$ cat src/include/link_params.svh
`ifndef LINK_PARAMS_SVH
`define LINK_PARAMS_SVH

// shared buffer RAM, split into two ping-pong halves.
`define LINK_RAM_AW 9

// bytes per buffer half, which is also the largest payload.
`define LINK_HALF_SIZE 256

// cycles from decode to the start of a LINK or TYPE reply.
`define LINK_CONF_DELAY 48

// cycles from decode to the start of a data reply.
`define LINK_DATA_DELAY 80

// idle cycles between two copies of a repeating data reply.
`define LINK_REPEAT_GAP 640

`endif

$ cat src/verilog/link_pkg.sv
`include "link_params.svh"

package link_pkg;

    typedef logic [7:0] byte_t;

    typedef logic [`LINK_RAM_AW-1:0] addr_t;

    // a payload holds 0 to 256 bytes, so nine bits are needed.
    typedef logic [8:0] len_t;

    typedef logic [15:0] delay_t;

    // packet type, carried in the upper nibble of a header byte.
    typedef enum logic [3:0] {
        INIT   = 4'h0,
        DIDX   = 4'h5,
        DPARAM = 4'h6,
        DDIDX  = 4'h7,
        DLINK  = 4'h8,
        DTYPE  = 4'h9,
        DTEMP  = 4'hA,
        DHEAD  = 4'hC,
        DATA0  = 4'hD,
        DATA1  = 4'hE
    } btype_t;

    typedef enum logic [2:0] {
        IDLE,
        WAIT_PKT,
        ACK,
        DECODE,
        DELAY,
        SEND,
        REPEAT_GAP
    } seq_state_t;

endpackage

$ cat src/verilog/packet_ram.sv
`timescale 1ns/100ps
`include "link_params.svh"

module packet_ram (
    input  logic            clk,
    input  logic            en,
    input  logic            we,
    input  link_pkg::addr_t addr,
    input  link_pkg::byte_t wdata,
    output link_pkg::byte_t rdata
);

    localparam int DEPTH = 2 ** `LINK_RAM_AW;

    link_pkg::byte_t mem [0:DEPTH-1];

    // a write cycle leaves rdata holding the last byte read.
    always_ff @(posedge clk) begin
        if (en) begin
            if (we) begin
                mem[addr] <= wdata;
            end else begin
                rdata <= mem[addr];
            end
        end
    end

endmodule

$ cat src/verilog/ram_arbiter.sv
`timescale 1ns/100ps

module ram_arbiter (
    input  logic            clk,
    input  logic            rst,
    input  logic            wr_req,
    input  link_pkg::addr_t wr_addr,
    input  link_pkg::byte_t wr_data,
    output logic            wr_gnt,
    input  logic            rd_req,
    input  link_pkg::addr_t rd_addr,
    output logic            rd_gnt,
    output logic            ram_en,
    output logic            ram_we,
    output link_pkg::addr_t ram_addr,
    output link_pkg::byte_t ram_wdata
);

    // high when the sender held the RAM most recently.
    logic last_rd;

    always_comb begin
        wr_gnt = 1'b0;
        rd_gnt = 1'b0;
        if (wr_req && rd_req) begin
            if (last_rd) begin
                wr_gnt = 1'b1;
            end else begin
                rd_gnt = 1'b1;
            end
        end else begin
            wr_gnt = wr_req;
            rd_gnt = rd_req;
        end
    end

    always_ff @(posedge clk or posedge rst) begin
        if (rst) begin
            last_rd <= 1'b0;
        end else if (wr_gnt) begin
            last_rd <= 1'b0;
        end else if (rd_gnt) begin
            last_rd <= 1'b1;
        end
    end

    assign ram_en    = wr_gnt | rd_gnt;
    assign ram_we    = wr_gnt;
    assign ram_addr  = wr_gnt ? wr_addr : rd_addr;
    assign ram_wdata = wr_data;

    a_one_grant: assert property (@(posedge clk) disable iff (rst)
        !(wr_gnt && rd_gnt));

endmodule

$ cat src/verilog/packet_receiver.sv
`timescale 1ns/100ps
`include "link_params.svh"

module packet_receiver (
    input  logic             clk,
    input  logic             rst,
    input  link_pkg::byte_t  rx_data,
    input  logic             rx_valid,
    input  logic             rx_last,
    output logic             rx_ready,
    output logic             wr_req,
    output link_pkg::addr_t  wr_addr,
    output link_pkg::byte_t  wr_data,
    input  logic             wr_gnt,
    output logic             pkt_ready,
    output link_pkg::btype_t pkt_type,
    output link_pkg::addr_t  pkt_base,
    output link_pkg::len_t   pkt_len,
    input  logic             pkt_ack
);

    localparam int OFF_W = `LINK_RAM_AW - 1;

    typedef enum logic [1:0] {
        R_HEADER,
        R_PAYLOAD,
        R_WRITE,
        R_PENDING
    } rx_state_t;

    rx_state_t       state;
    logic            half;
    logic            last_q;
    logic            rx_fire;
    link_pkg::len_t  len;
    link_pkg::byte_t data_q;

    assign rx_fire = rx_valid && rx_ready;

    always_ff @(posedge clk or posedge rst) begin
        if (rst) begin
            state <= R_HEADER;
            half  <= 1'b0;
            len   <= '0;
        end else begin
            case (state)
                R_HEADER: begin
                    if (rx_fire) begin
                        len <= '0;
                        if (rx_last) begin
                            half  <= ~half;
                            state <= R_PENDING;
                        end else begin
                            state <= R_PAYLOAD;
                        end
                    end
                end
                R_PAYLOAD: begin
                    if (rx_fire) begin
                        state <= R_WRITE;
                    end
                end
                R_WRITE: begin
                    if (wr_gnt) begin
                        len <= len + 1'b1;
                        if (last_q) begin
                            half  <= ~half;
                            state <= R_PENDING;
                        end else begin
                            state <= R_PAYLOAD;
                        end
                    end
                end
                R_PENDING: begin
                    if (pkt_ack) begin
                        state <= R_HEADER;
                    end
                end
                default: state <= R_HEADER;
            endcase
        end
    end

    always_ff @(posedge clk) begin
        if (state == R_HEADER && rx_fire) begin
            pkt_type <= link_pkg::btype_t'(rx_data[7:4]);
        end
        if (state == R_PAYLOAD && rx_fire) begin
            data_q <= rx_data;
            last_q <= rx_last;
        end
    end

    assign rx_ready  = (state == R_HEADER) || (state == R_PAYLOAD);
    assign wr_req    = (state == R_WRITE);
    assign wr_addr   = {half, len[OFF_W-1:0]};
    assign wr_data   = data_q;
    assign pkt_ready = (state == R_PENDING);
    // the half already flipped, so the finished packet sits in the other one.
    assign pkt_base  = {~half, {OFF_W{1'b0}}};
    assign pkt_len   = len;

    a_len_fits: assert property (@(posedge clk) disable iff (rst)
        $rose(pkt_ready) |-> pkt_len <= `LINK_HALF_SIZE);

endmodule

$ cat src/verilog/packet_sender.sv
`timescale 1ns/100ps

module packet_sender (
    input  logic             clk,
    input  logic             rst,
    input  logic             send_start,
    input  link_pkg::btype_t send_type,
    input  link_pkg::addr_t  send_base,
    input  link_pkg::len_t   send_len,
    output logic             send_done,
    output logic             rd_req,
    output link_pkg::addr_t  rd_addr,
    input  logic             rd_gnt,
    input  link_pkg::byte_t  rd_data,
    output link_pkg::byte_t  tx_data,
    output logic             tx_valid,
    output logic             tx_last,
    input  logic             tx_ready
);

    typedef enum logic [1:0] {
        S_IDLE,
        S_TX,
        S_FETCH,
        S_LOAD
    } tx_state_t;

    tx_state_t       state;
    logic            last_q;
    logic            tx_fire;
    link_pkg::len_t  idx;
    link_pkg::len_t  len_q;
    link_pkg::addr_t base_q;
    link_pkg::byte_t data_q;

    assign tx_fire = tx_valid && tx_ready;

    always_ff @(posedge clk or posedge rst) begin
        if (rst) begin
            state     <= S_IDLE;
            idx       <= '0;
            last_q    <= 1'b0;
            send_done <= 1'b0;
        end else begin
            send_done <= 1'b0;
            case (state)
                S_IDLE: begin
                    if (send_start) begin
                        idx    <= '0;
                        last_q <= (send_len == '0);
                        state  <= S_TX;
                    end
                end
                S_TX: begin
                    if (tx_fire) begin
                        if (last_q) begin
                            send_done <= 1'b1;
                            state     <= S_IDLE;
                        end else begin
                            state <= S_FETCH;
                        end
                    end
                end
                S_FETCH: begin
                    if (rd_gnt) begin
                        state <= S_LOAD;
                    end
                end
                S_LOAD: begin
                    // rd_data is valid here, one cycle after the grant.
                    idx    <= idx + 1'b1;
                    last_q <= (idx == link_pkg::len_t'(len_q - 1'b1));
                    state  <= S_TX;
                end
                default: state <= S_IDLE;
            endcase
        end
    end

    always_ff @(posedge clk) begin
        if (state == S_IDLE && send_start) begin
            data_q <= {send_type, 4'h0};
            base_q <= send_base;
            len_q  <= send_len;
        end else if (state == S_LOAD) begin
            data_q <= rd_data;
        end
    end

    assign rd_req   = (state == S_FETCH);
    assign rd_addr  = base_q + link_pkg::addr_t'(idx);
    assign tx_data  = data_q;
    assign tx_valid = (state == S_TX);
    assign tx_last  = last_q;

    a_tx_hold: assert property (@(posedge clk) disable iff (rst)
        (tx_valid && !tx_ready) |=> (tx_valid && $stable(tx_data) && $stable(tx_last)));

endmodule

$ cat src/verilog/link_sequencer.sv
`timescale 1ns/100ps
`include "link_params.svh"

module link_sequencer (
    input  logic             clk,
    input  logic             rst,
    input  logic             pkt_ready,
    input  link_pkg::btype_t pkt_type,
    input  link_pkg::addr_t  pkt_base,
    input  link_pkg::len_t   pkt_len,
    output logic             pkt_ack,
    output logic             send_start,
    output link_pkg::btype_t send_type,
    output link_pkg::addr_t  send_base,
    output link_pkg::len_t   send_len,
    input  logic             send_done,
    output logic             link
);

    link_pkg::seq_state_t state;
    link_pkg::seq_state_t next_state;
    link_pkg::btype_t     type_q;
    link_pkg::delay_t     cnt;
    link_pkg::delay_t     target;
    logic                 repeat_q;
    logic                 delay_hit;
    logic                 gap_hit;
    logic                 counting;

    assign delay_hit = (cnt == target);
    assign gap_hit   = (cnt == link_pkg::delay_t'(`LINK_REPEAT_GAP - 1));
    assign counting  = (state == link_pkg::DELAY) || (state == link_pkg::REPEAT_GAP);

    assign pkt_ack    = (state == link_pkg::ACK);
    assign send_start = ((state == link_pkg::DELAY) && delay_hit) ||
                        ((state == link_pkg::REPEAT_GAP) && !pkt_ready && gap_hit);

    always_comb begin
        next_state = state;
        case (state)
            link_pkg::IDLE: next_state = link_pkg::WAIT_PKT;
            link_pkg::WAIT_PKT: begin
                if (pkt_ready) next_state = link_pkg::ACK;
            end
            link_pkg::ACK: next_state = link_pkg::DECODE;
            link_pkg::DECODE: begin
                case (type_q)
                    link_pkg::DLINK, link_pkg::DTYPE, link_pkg::DTEMP,
                    link_pkg::DATA0, link_pkg::DATA1: next_state = link_pkg::DELAY;
                    default: next_state = link_pkg::WAIT_PKT;
                endcase
            end
            link_pkg::DELAY: begin
                if (delay_hit) next_state = link_pkg::SEND;
            end
            link_pkg::SEND: begin
                if (send_done) begin
                    next_state = repeat_q ? link_pkg::REPEAT_GAP : link_pkg::WAIT_PKT;
                end
            end
            // a new packet ends the repeat before the gap runs out.
            link_pkg::REPEAT_GAP: begin
                if (pkt_ready) begin
                    next_state = link_pkg::ACK;
                end else if (gap_hit) begin
                    next_state = link_pkg::SEND;
                end
            end
            default: next_state = link_pkg::IDLE;
        endcase
    end

    always_ff @(posedge clk or posedge rst) begin
        if (rst) begin
            state     <= link_pkg::IDLE;
            cnt       <= '0;
            target    <= '0;
            repeat_q  <= 1'b0;
            link      <= 1'b0;
            send_type <= link_pkg::INIT;
        end else begin
            state <= next_state;
            if (counting && next_state == state) begin
                cnt <= cnt + 1'b1;
            end else begin
                cnt <= '0;
            end
            if (state == link_pkg::DECODE) begin
                repeat_q <= 1'b0;
                target   <= link_pkg::delay_t'(`LINK_CONF_DELAY);
                case (type_q)
                    link_pkg::DLINK: begin
                        link      <= 1'b1;
                        send_type <= link_pkg::DIDX;
                    end
                    link_pkg::DTYPE: send_type <= link_pkg::DPARAM;
                    link_pkg::DTEMP, link_pkg::DATA0, link_pkg::DATA1: begin
                        send_type <= link_pkg::DDIDX;
                        target    <= link_pkg::delay_t'(`LINK_DATA_DELAY);
                        repeat_q  <= 1'b1;
                    end
                    default: ;
                endcase
            end
        end
    end

    // the packet fields are still stable in the ack cycle.
    always_ff @(posedge clk) begin
        if (state == link_pkg::ACK) begin
            type_q    <= pkt_type;
            send_base <= pkt_base;
            send_len  <= pkt_len;
        end
    end

    a_no_start_in_send: assert property (@(posedge clk) disable iff (rst)
        (state == link_pkg::SEND) |-> !send_start);

    a_done_in_send: assert property (@(posedge clk) disable iff (rst)
        send_done |-> (state == link_pkg::SEND));

endmodule

$ cat src/verilog/link_top.sv
`timescale 1ns/100ps

module link_top (
    input  logic            clk,
    input  logic            rst,
    input  link_pkg::byte_t rx_data,
    input  logic            rx_valid,
    input  logic            rx_last,
    output logic            rx_ready,
    output link_pkg::byte_t tx_data,
    output logic            tx_valid,
    output logic            tx_last,
    input  logic            tx_ready,
    output logic            link
);

    logic             wr_req;
    logic             wr_gnt;
    link_pkg::addr_t  wr_addr;
    link_pkg::byte_t  wr_data;
    logic             rd_req;
    logic             rd_gnt;
    link_pkg::addr_t  rd_addr;
    link_pkg::byte_t  rd_data;
    logic             ram_en;
    logic             ram_we;
    link_pkg::addr_t  ram_addr;
    link_pkg::byte_t  ram_wdata;
    logic             pkt_ready;
    logic             pkt_ack;
    link_pkg::btype_t pkt_type;
    link_pkg::addr_t  pkt_base;
    link_pkg::len_t   pkt_len;
    logic             send_start;
    logic             send_done;
    link_pkg::btype_t send_type;
    link_pkg::addr_t  send_base;
    link_pkg::len_t   send_len;

    packet_receiver u_receiver (
        .clk, .rst, .rx_data, .rx_valid, .rx_last, .rx_ready,
        .wr_req, .wr_addr, .wr_data, .wr_gnt,
        .pkt_ready, .pkt_type, .pkt_base, .pkt_len, .pkt_ack
    );

    packet_sender u_sender (
        .clk, .rst, .send_start, .send_type, .send_base, .send_len, .send_done,
        .rd_req, .rd_addr, .rd_gnt, .rd_data,
        .tx_data, .tx_valid, .tx_last, .tx_ready
    );

    link_sequencer u_sequencer (
        .clk, .rst, .pkt_ready, .pkt_type, .pkt_base, .pkt_len, .pkt_ack,
        .send_start, .send_type, .send_base, .send_len, .send_done, .link
    );

    ram_arbiter u_arbiter (
        .clk, .rst, .wr_req, .wr_addr, .wr_data, .wr_gnt,
        .rd_req, .rd_addr, .rd_gnt,
        .ram_en, .ram_we, .ram_addr, .ram_wdata
    );

    packet_ram u_ram (
        .clk,
        .en    (ram_en),
        .we    (ram_we),
        .addr  (ram_addr),
        .wdata (ram_wdata),
        .rdata (rd_data)
    );

endmodule

$ cat config.mk
export PLATFORM = sky130hd
export DESIGN_NAME = link_top
export DESIGN_NICKNAME = d
export VERILOG_FILES = /design/src/verilog/link_pkg.sv /design/src/verilog/packet_ram.sv /design/src/verilog/ram_arbiter.sv /design/src/verilog/packet_receiver.sv /design/src/verilog/packet_sender.sv /design/src/verilog/link_sequencer.sv /design/src/verilog/link_top.sv
export VERILOG_INCLUDE_DIRS = /design/src /design/src/include
export SDC_FILE = /design/constraint.sdc
export NUM_CORES = 2
export LEC_CHECK = 0
export BUFFER_PORTS_ARGS = -buffer_cell sky130_fd_sc_hd__buf_2
export CAP_MARGIN = 10
export CORE_MARGIN = 2
export CORE_UTILIZATION = 63
export DETAILED_ROUTE_END_ITERATION = 10
export PLACE_DENSITY = 0.79
export SKIP_CTS_REPAIR_TIMING = 1
export SKIP_LAST_GASP = 1
export SLEW_MARGIN = 15
export SYNTH_ARGS = -nofsm -noshare
export SYNTH_HDL_FRONTEND = slang
export SYNTH_HIERARCHICAL = 1
export SYNTH_SLANG_ARGS = --single-unit
export TNS_END_PERCENT = 20
$ cat constraint.sdc
create_clock -name clk -period 4.9 [get_ports clk]
set_input_delay 0.49 -clock clk [delete_from_list [all_inputs] [get_ports clk]]
set_output_delay 0.49 -clock clk [all_outputs]
set_load 0.005 [all_outputs]
==> flow_metrics.tcl <==
set metrics [dict create \
    ioPinCount 25 \
    grt_antenna_before_repair 34 \
    synth_top_area_share_pct 75.74 \
    yosys-top-cells-count "4,161 x edfxtp_1, 896 x mux4_2, 602 x nor2_1" \
    post-route-min-period_ns 5.062 \
    totalPowerFinal_uw 120200 \
    port_buffers 24 \
    hold_viol_final 0 \
    grt_use_total_pct 35.86 \
    netlist_instances 8049 \
    peakVddDrop_mv 0.6525 \
    dp_hpwl_um 289800 \
    fin_skew_ns 0.08729 \
    grt_pass1_vias 90340 \
    root_buffer "clkbuf_16" \
    seq_power_share_pct 34.3 \
    drt_first_pass_iters 7 \
    synth.area.top_cells "edfxtp_1 76%, mux4_2 12%, mux2i_1 2.9%" \
    die_w_um 515.7 \
    cellInternalPower_uw 77710 \
    fillCellCount 13730 \
    rsz0062_at_grt "yes" \
    p_switching_uw 42510 \
    cts_sinks 4217 \
    worst_path_max_delay_cell "or4_1" \
    max_clock_freq_ghz 0.1975 \
    synth-main-ff-cell "edfxtp_1" \
    fin_tns_setup_ns -6.991 \
    worst_pin_slew_ns 1.410 \
    yosysUniqueCellTypes 97 \
    slew_viol_final 0 \
    num_vias 91150 \
    tritoncts "yes" \
    synth_edf_count 4161 \
    final_core_util_pct 73.18 \
    critical_path.cell_chain "ha_1, a21o_1, a21oi_4, o21ai_1, nor2_2, xnor2_4, buf_12, mux2_4, inv_4, nor2_2, buf_4, a22oi_1, o21ai_0, o21ai_0, buf_4, nand4b_1, or4_1" \
    floorplan.initialDensity_pct 63.46 \
    clk_latency_ns 1.02 \
    fin_crit_sh_pct 103.3 \
    outcome "finished, violations left" \
    syn_area_per_cell_um2 20.50 \
    ys_seq_area_share_pct 76.58 \
    yosysWarnings 6 \
    drc 0 \
    drive_gt1_share_pct 28.99 \
    violations "setup timing" \
    slew_headroom_pct 5.994 \
    wl_um 479200 \
    cpPeakStageDelay_ns 0.52 \
    overflow 0 \
    first_iter_violations 15260 \
    crit_fanout 8 \
    coreArea_um2 259900 \
    worstPathArrival_ns 5.76 \
    gp_congestion 0.9864 \
    htreeDepth 5 \
    grt_max_degree 202 \
    cp.required_ns 5.60 \
    powerDensity_nw_per_um2 632.0 \
    grt_pass1_wl_um 670000 \
    criticalPathCategory "reg2reg" \
    die_area_um2 266000 \
    async_reset_ff_share_pct 1.233 \
    yosysMostFrequentCell "edfxtp_1" \
    row_count 187 \
    holdCritPathClass "in2async" \
    clkSlewWorstSetupHoldPaths_ns 0.06 \
    p_leak_uw 0.06249 \
    cp_num_buf_inv 4 \
    endpoint_kind "register" \
    swShare_pct 35.36 \
    syn_to_final_growth_pct 15.30 \
    r2r_slack_ns -0.16 \
    cts_max_path_buffers 4 \
    pwr-share-clk_pct 25.6 \
    cts_inserted_buffers 402 \
    ys_ff_latch 4217 \
    netlist_area_um2 165000 \
    ant_nets 0 \
    post_drt_wl_per_cell_um 37.08 \
    maxCapViolations 0 \
    finalSetupViolCount 87 \
    start_kind "register" \
    fin_ws_ns -0.1624 \
    vias_per_cell 7.053 \
    comb_power_share_pct 40.1 \
    crit_family "compound AO/OA/AOI/OAI gates" \
    nets 9109 \
    synth.largest_area_cell "edfxtp_1" \
    dieHeight_um 515.7 \
]
[layout by cell type, fill, tap and decap left out, types with 16 or more instances in the layout]
cell type,count
edfxtp_1,4161
buf_4,947
mux4_2,896
nor2_1,592
mux2i_1,470
clkbuf_16,404
o22ai_1,175
nand2_1,161
buf_12,113
o21ai_0,105
clkinv_1,97
a21oi_1,91
nand3_1,87
a22oi_1,84
clkinv_2,77
clkbuf_1,74
nand4_1,63
dfrtp_1,52
inv_1,45
mux2_2,39
bufinv_16,34
nor3_1,34
xnor2_1,28
buf_2,24
o211ai_1,23
nor4_1,21
a211oi_1,21
diode_2,20
and3_1,20
a22o_1,20
ha_1,18
nand2_4,17
nand2b_1,16
[logic make-up after synthesis]
| group | share of synthesized area (%) |
|---|---|
| AOI/OAI and AO/OA | 2.595 |
| xor gates and xnor gates | 0.2230 |
| adders and majority gates | 0.1487 |
| buffers and inverters | 1.718 |
| DFF | 76.58 |
| muxes | 15.54 |
| other | 0.004552 |
| and+or+nand+nor | 3.189 |
[state kept, by name, indices dropped and copies added (netlist names), 3 cells and up]
register / count
u_ram/rdata: 8
u_sequencer/send_len: 9
u_sequencer/target: 3
u_sequencer/type_q: 4
u_sender/tx_data: 8
u_sender/base_q: 9
u_sequencer/state: 3
u_sender/len_q: 9
u_sender/idx: 9
u_ram/mem: 4096
u_sequencer/cnt: 16
u_sequencer/send_base: 9
u_receiver/pkt_len: 9
u_receiver/pkt_type: 4
u_receiver/wr_data: 8
u_sequencer/send_type: 3
[per-stage QoR]
stage | cell area (µm²) | std cells | hold WS, ns | setup WS (ns)
after floorplan | 165000 | 8056 | 0.2187 | 0.4507
after global placement | 176300 | 12120 | 0.3753 | -0.7407
after detailed placement | 176300 | 12120 | 0.3748 | -0.6610
after CTS | 189300 | 12860 | -0.6118 | -0.7440
after global routing | 190200 | 12910 | 0.1995 | -0.1600
final | 190200 | 12920 | 0.1897 | -0.1624
[power groups by stage]
stage	Clock, µW	Combinational, µW	Sequential, µW
floorplan	0	26900	41800
global placement	0	44600	41900
detailed placement	0	45200	41900
CTS	30900	46100	41100
global route	32100	48800	41200
finish	30700	48300	41200
[worst min-delay path, delay by kind of cell]
family | cells | cell delay [ns]
buffers and inverters | 3 | 1.10
[final cells by class]
class	count	area, µm²	area share (%)
Tap cell	3496	4374	2.300
Antenna cell	20	50.05	0.02631
Multi-Input combinational cell	3302	36540	19.21
Clock inverter	251	2471	1.299
Timing Repair Buffer	1106	9776	5.139
Sequential cell	4217	126300	66.41
Inverter	48	202.7	0.1066
Clock buffer	484	10470	5.504
[worst paths after layout]
| path | start | endpoint | cells past startpoint |
|---|---|---|---|
| worst max-delay path | u_sender/idx[1] | u_ram/rdata[7] | 17 |
| max in group asynchronous | rst | u_sequencer/cnt[15] | 3 |
| worst min register to register | u_receiver/pkt_type[0] | u_sequencer/type_q[0] | 0 |
| worst max register to register | u_sender/idx[1] | u_ram/rdata[7] | 17 |
| worst min-delay path | rst | u_receiver/pkt_len[2] | 3 |
| min in group clk | rx_data[1] | u_receiver/wr_data[1] | 2 |
[routing by layer]
metal | wire [µm] | vias to the layer above | share of wire [%] | GRT usage, %
met5 | 285 | - | 0.059 | 0
met4 | 35360 | 30 | 7.4 | 21.79
met3 | 61540 | 1595 | 13 | 9.241
met2 | 224700 | 7418 | 47 | 55.02
met1 | 157400 | 46820 | 33 | 46.74
li1 | - | 35280 | - | -
(Power assumes the default switching activity.)
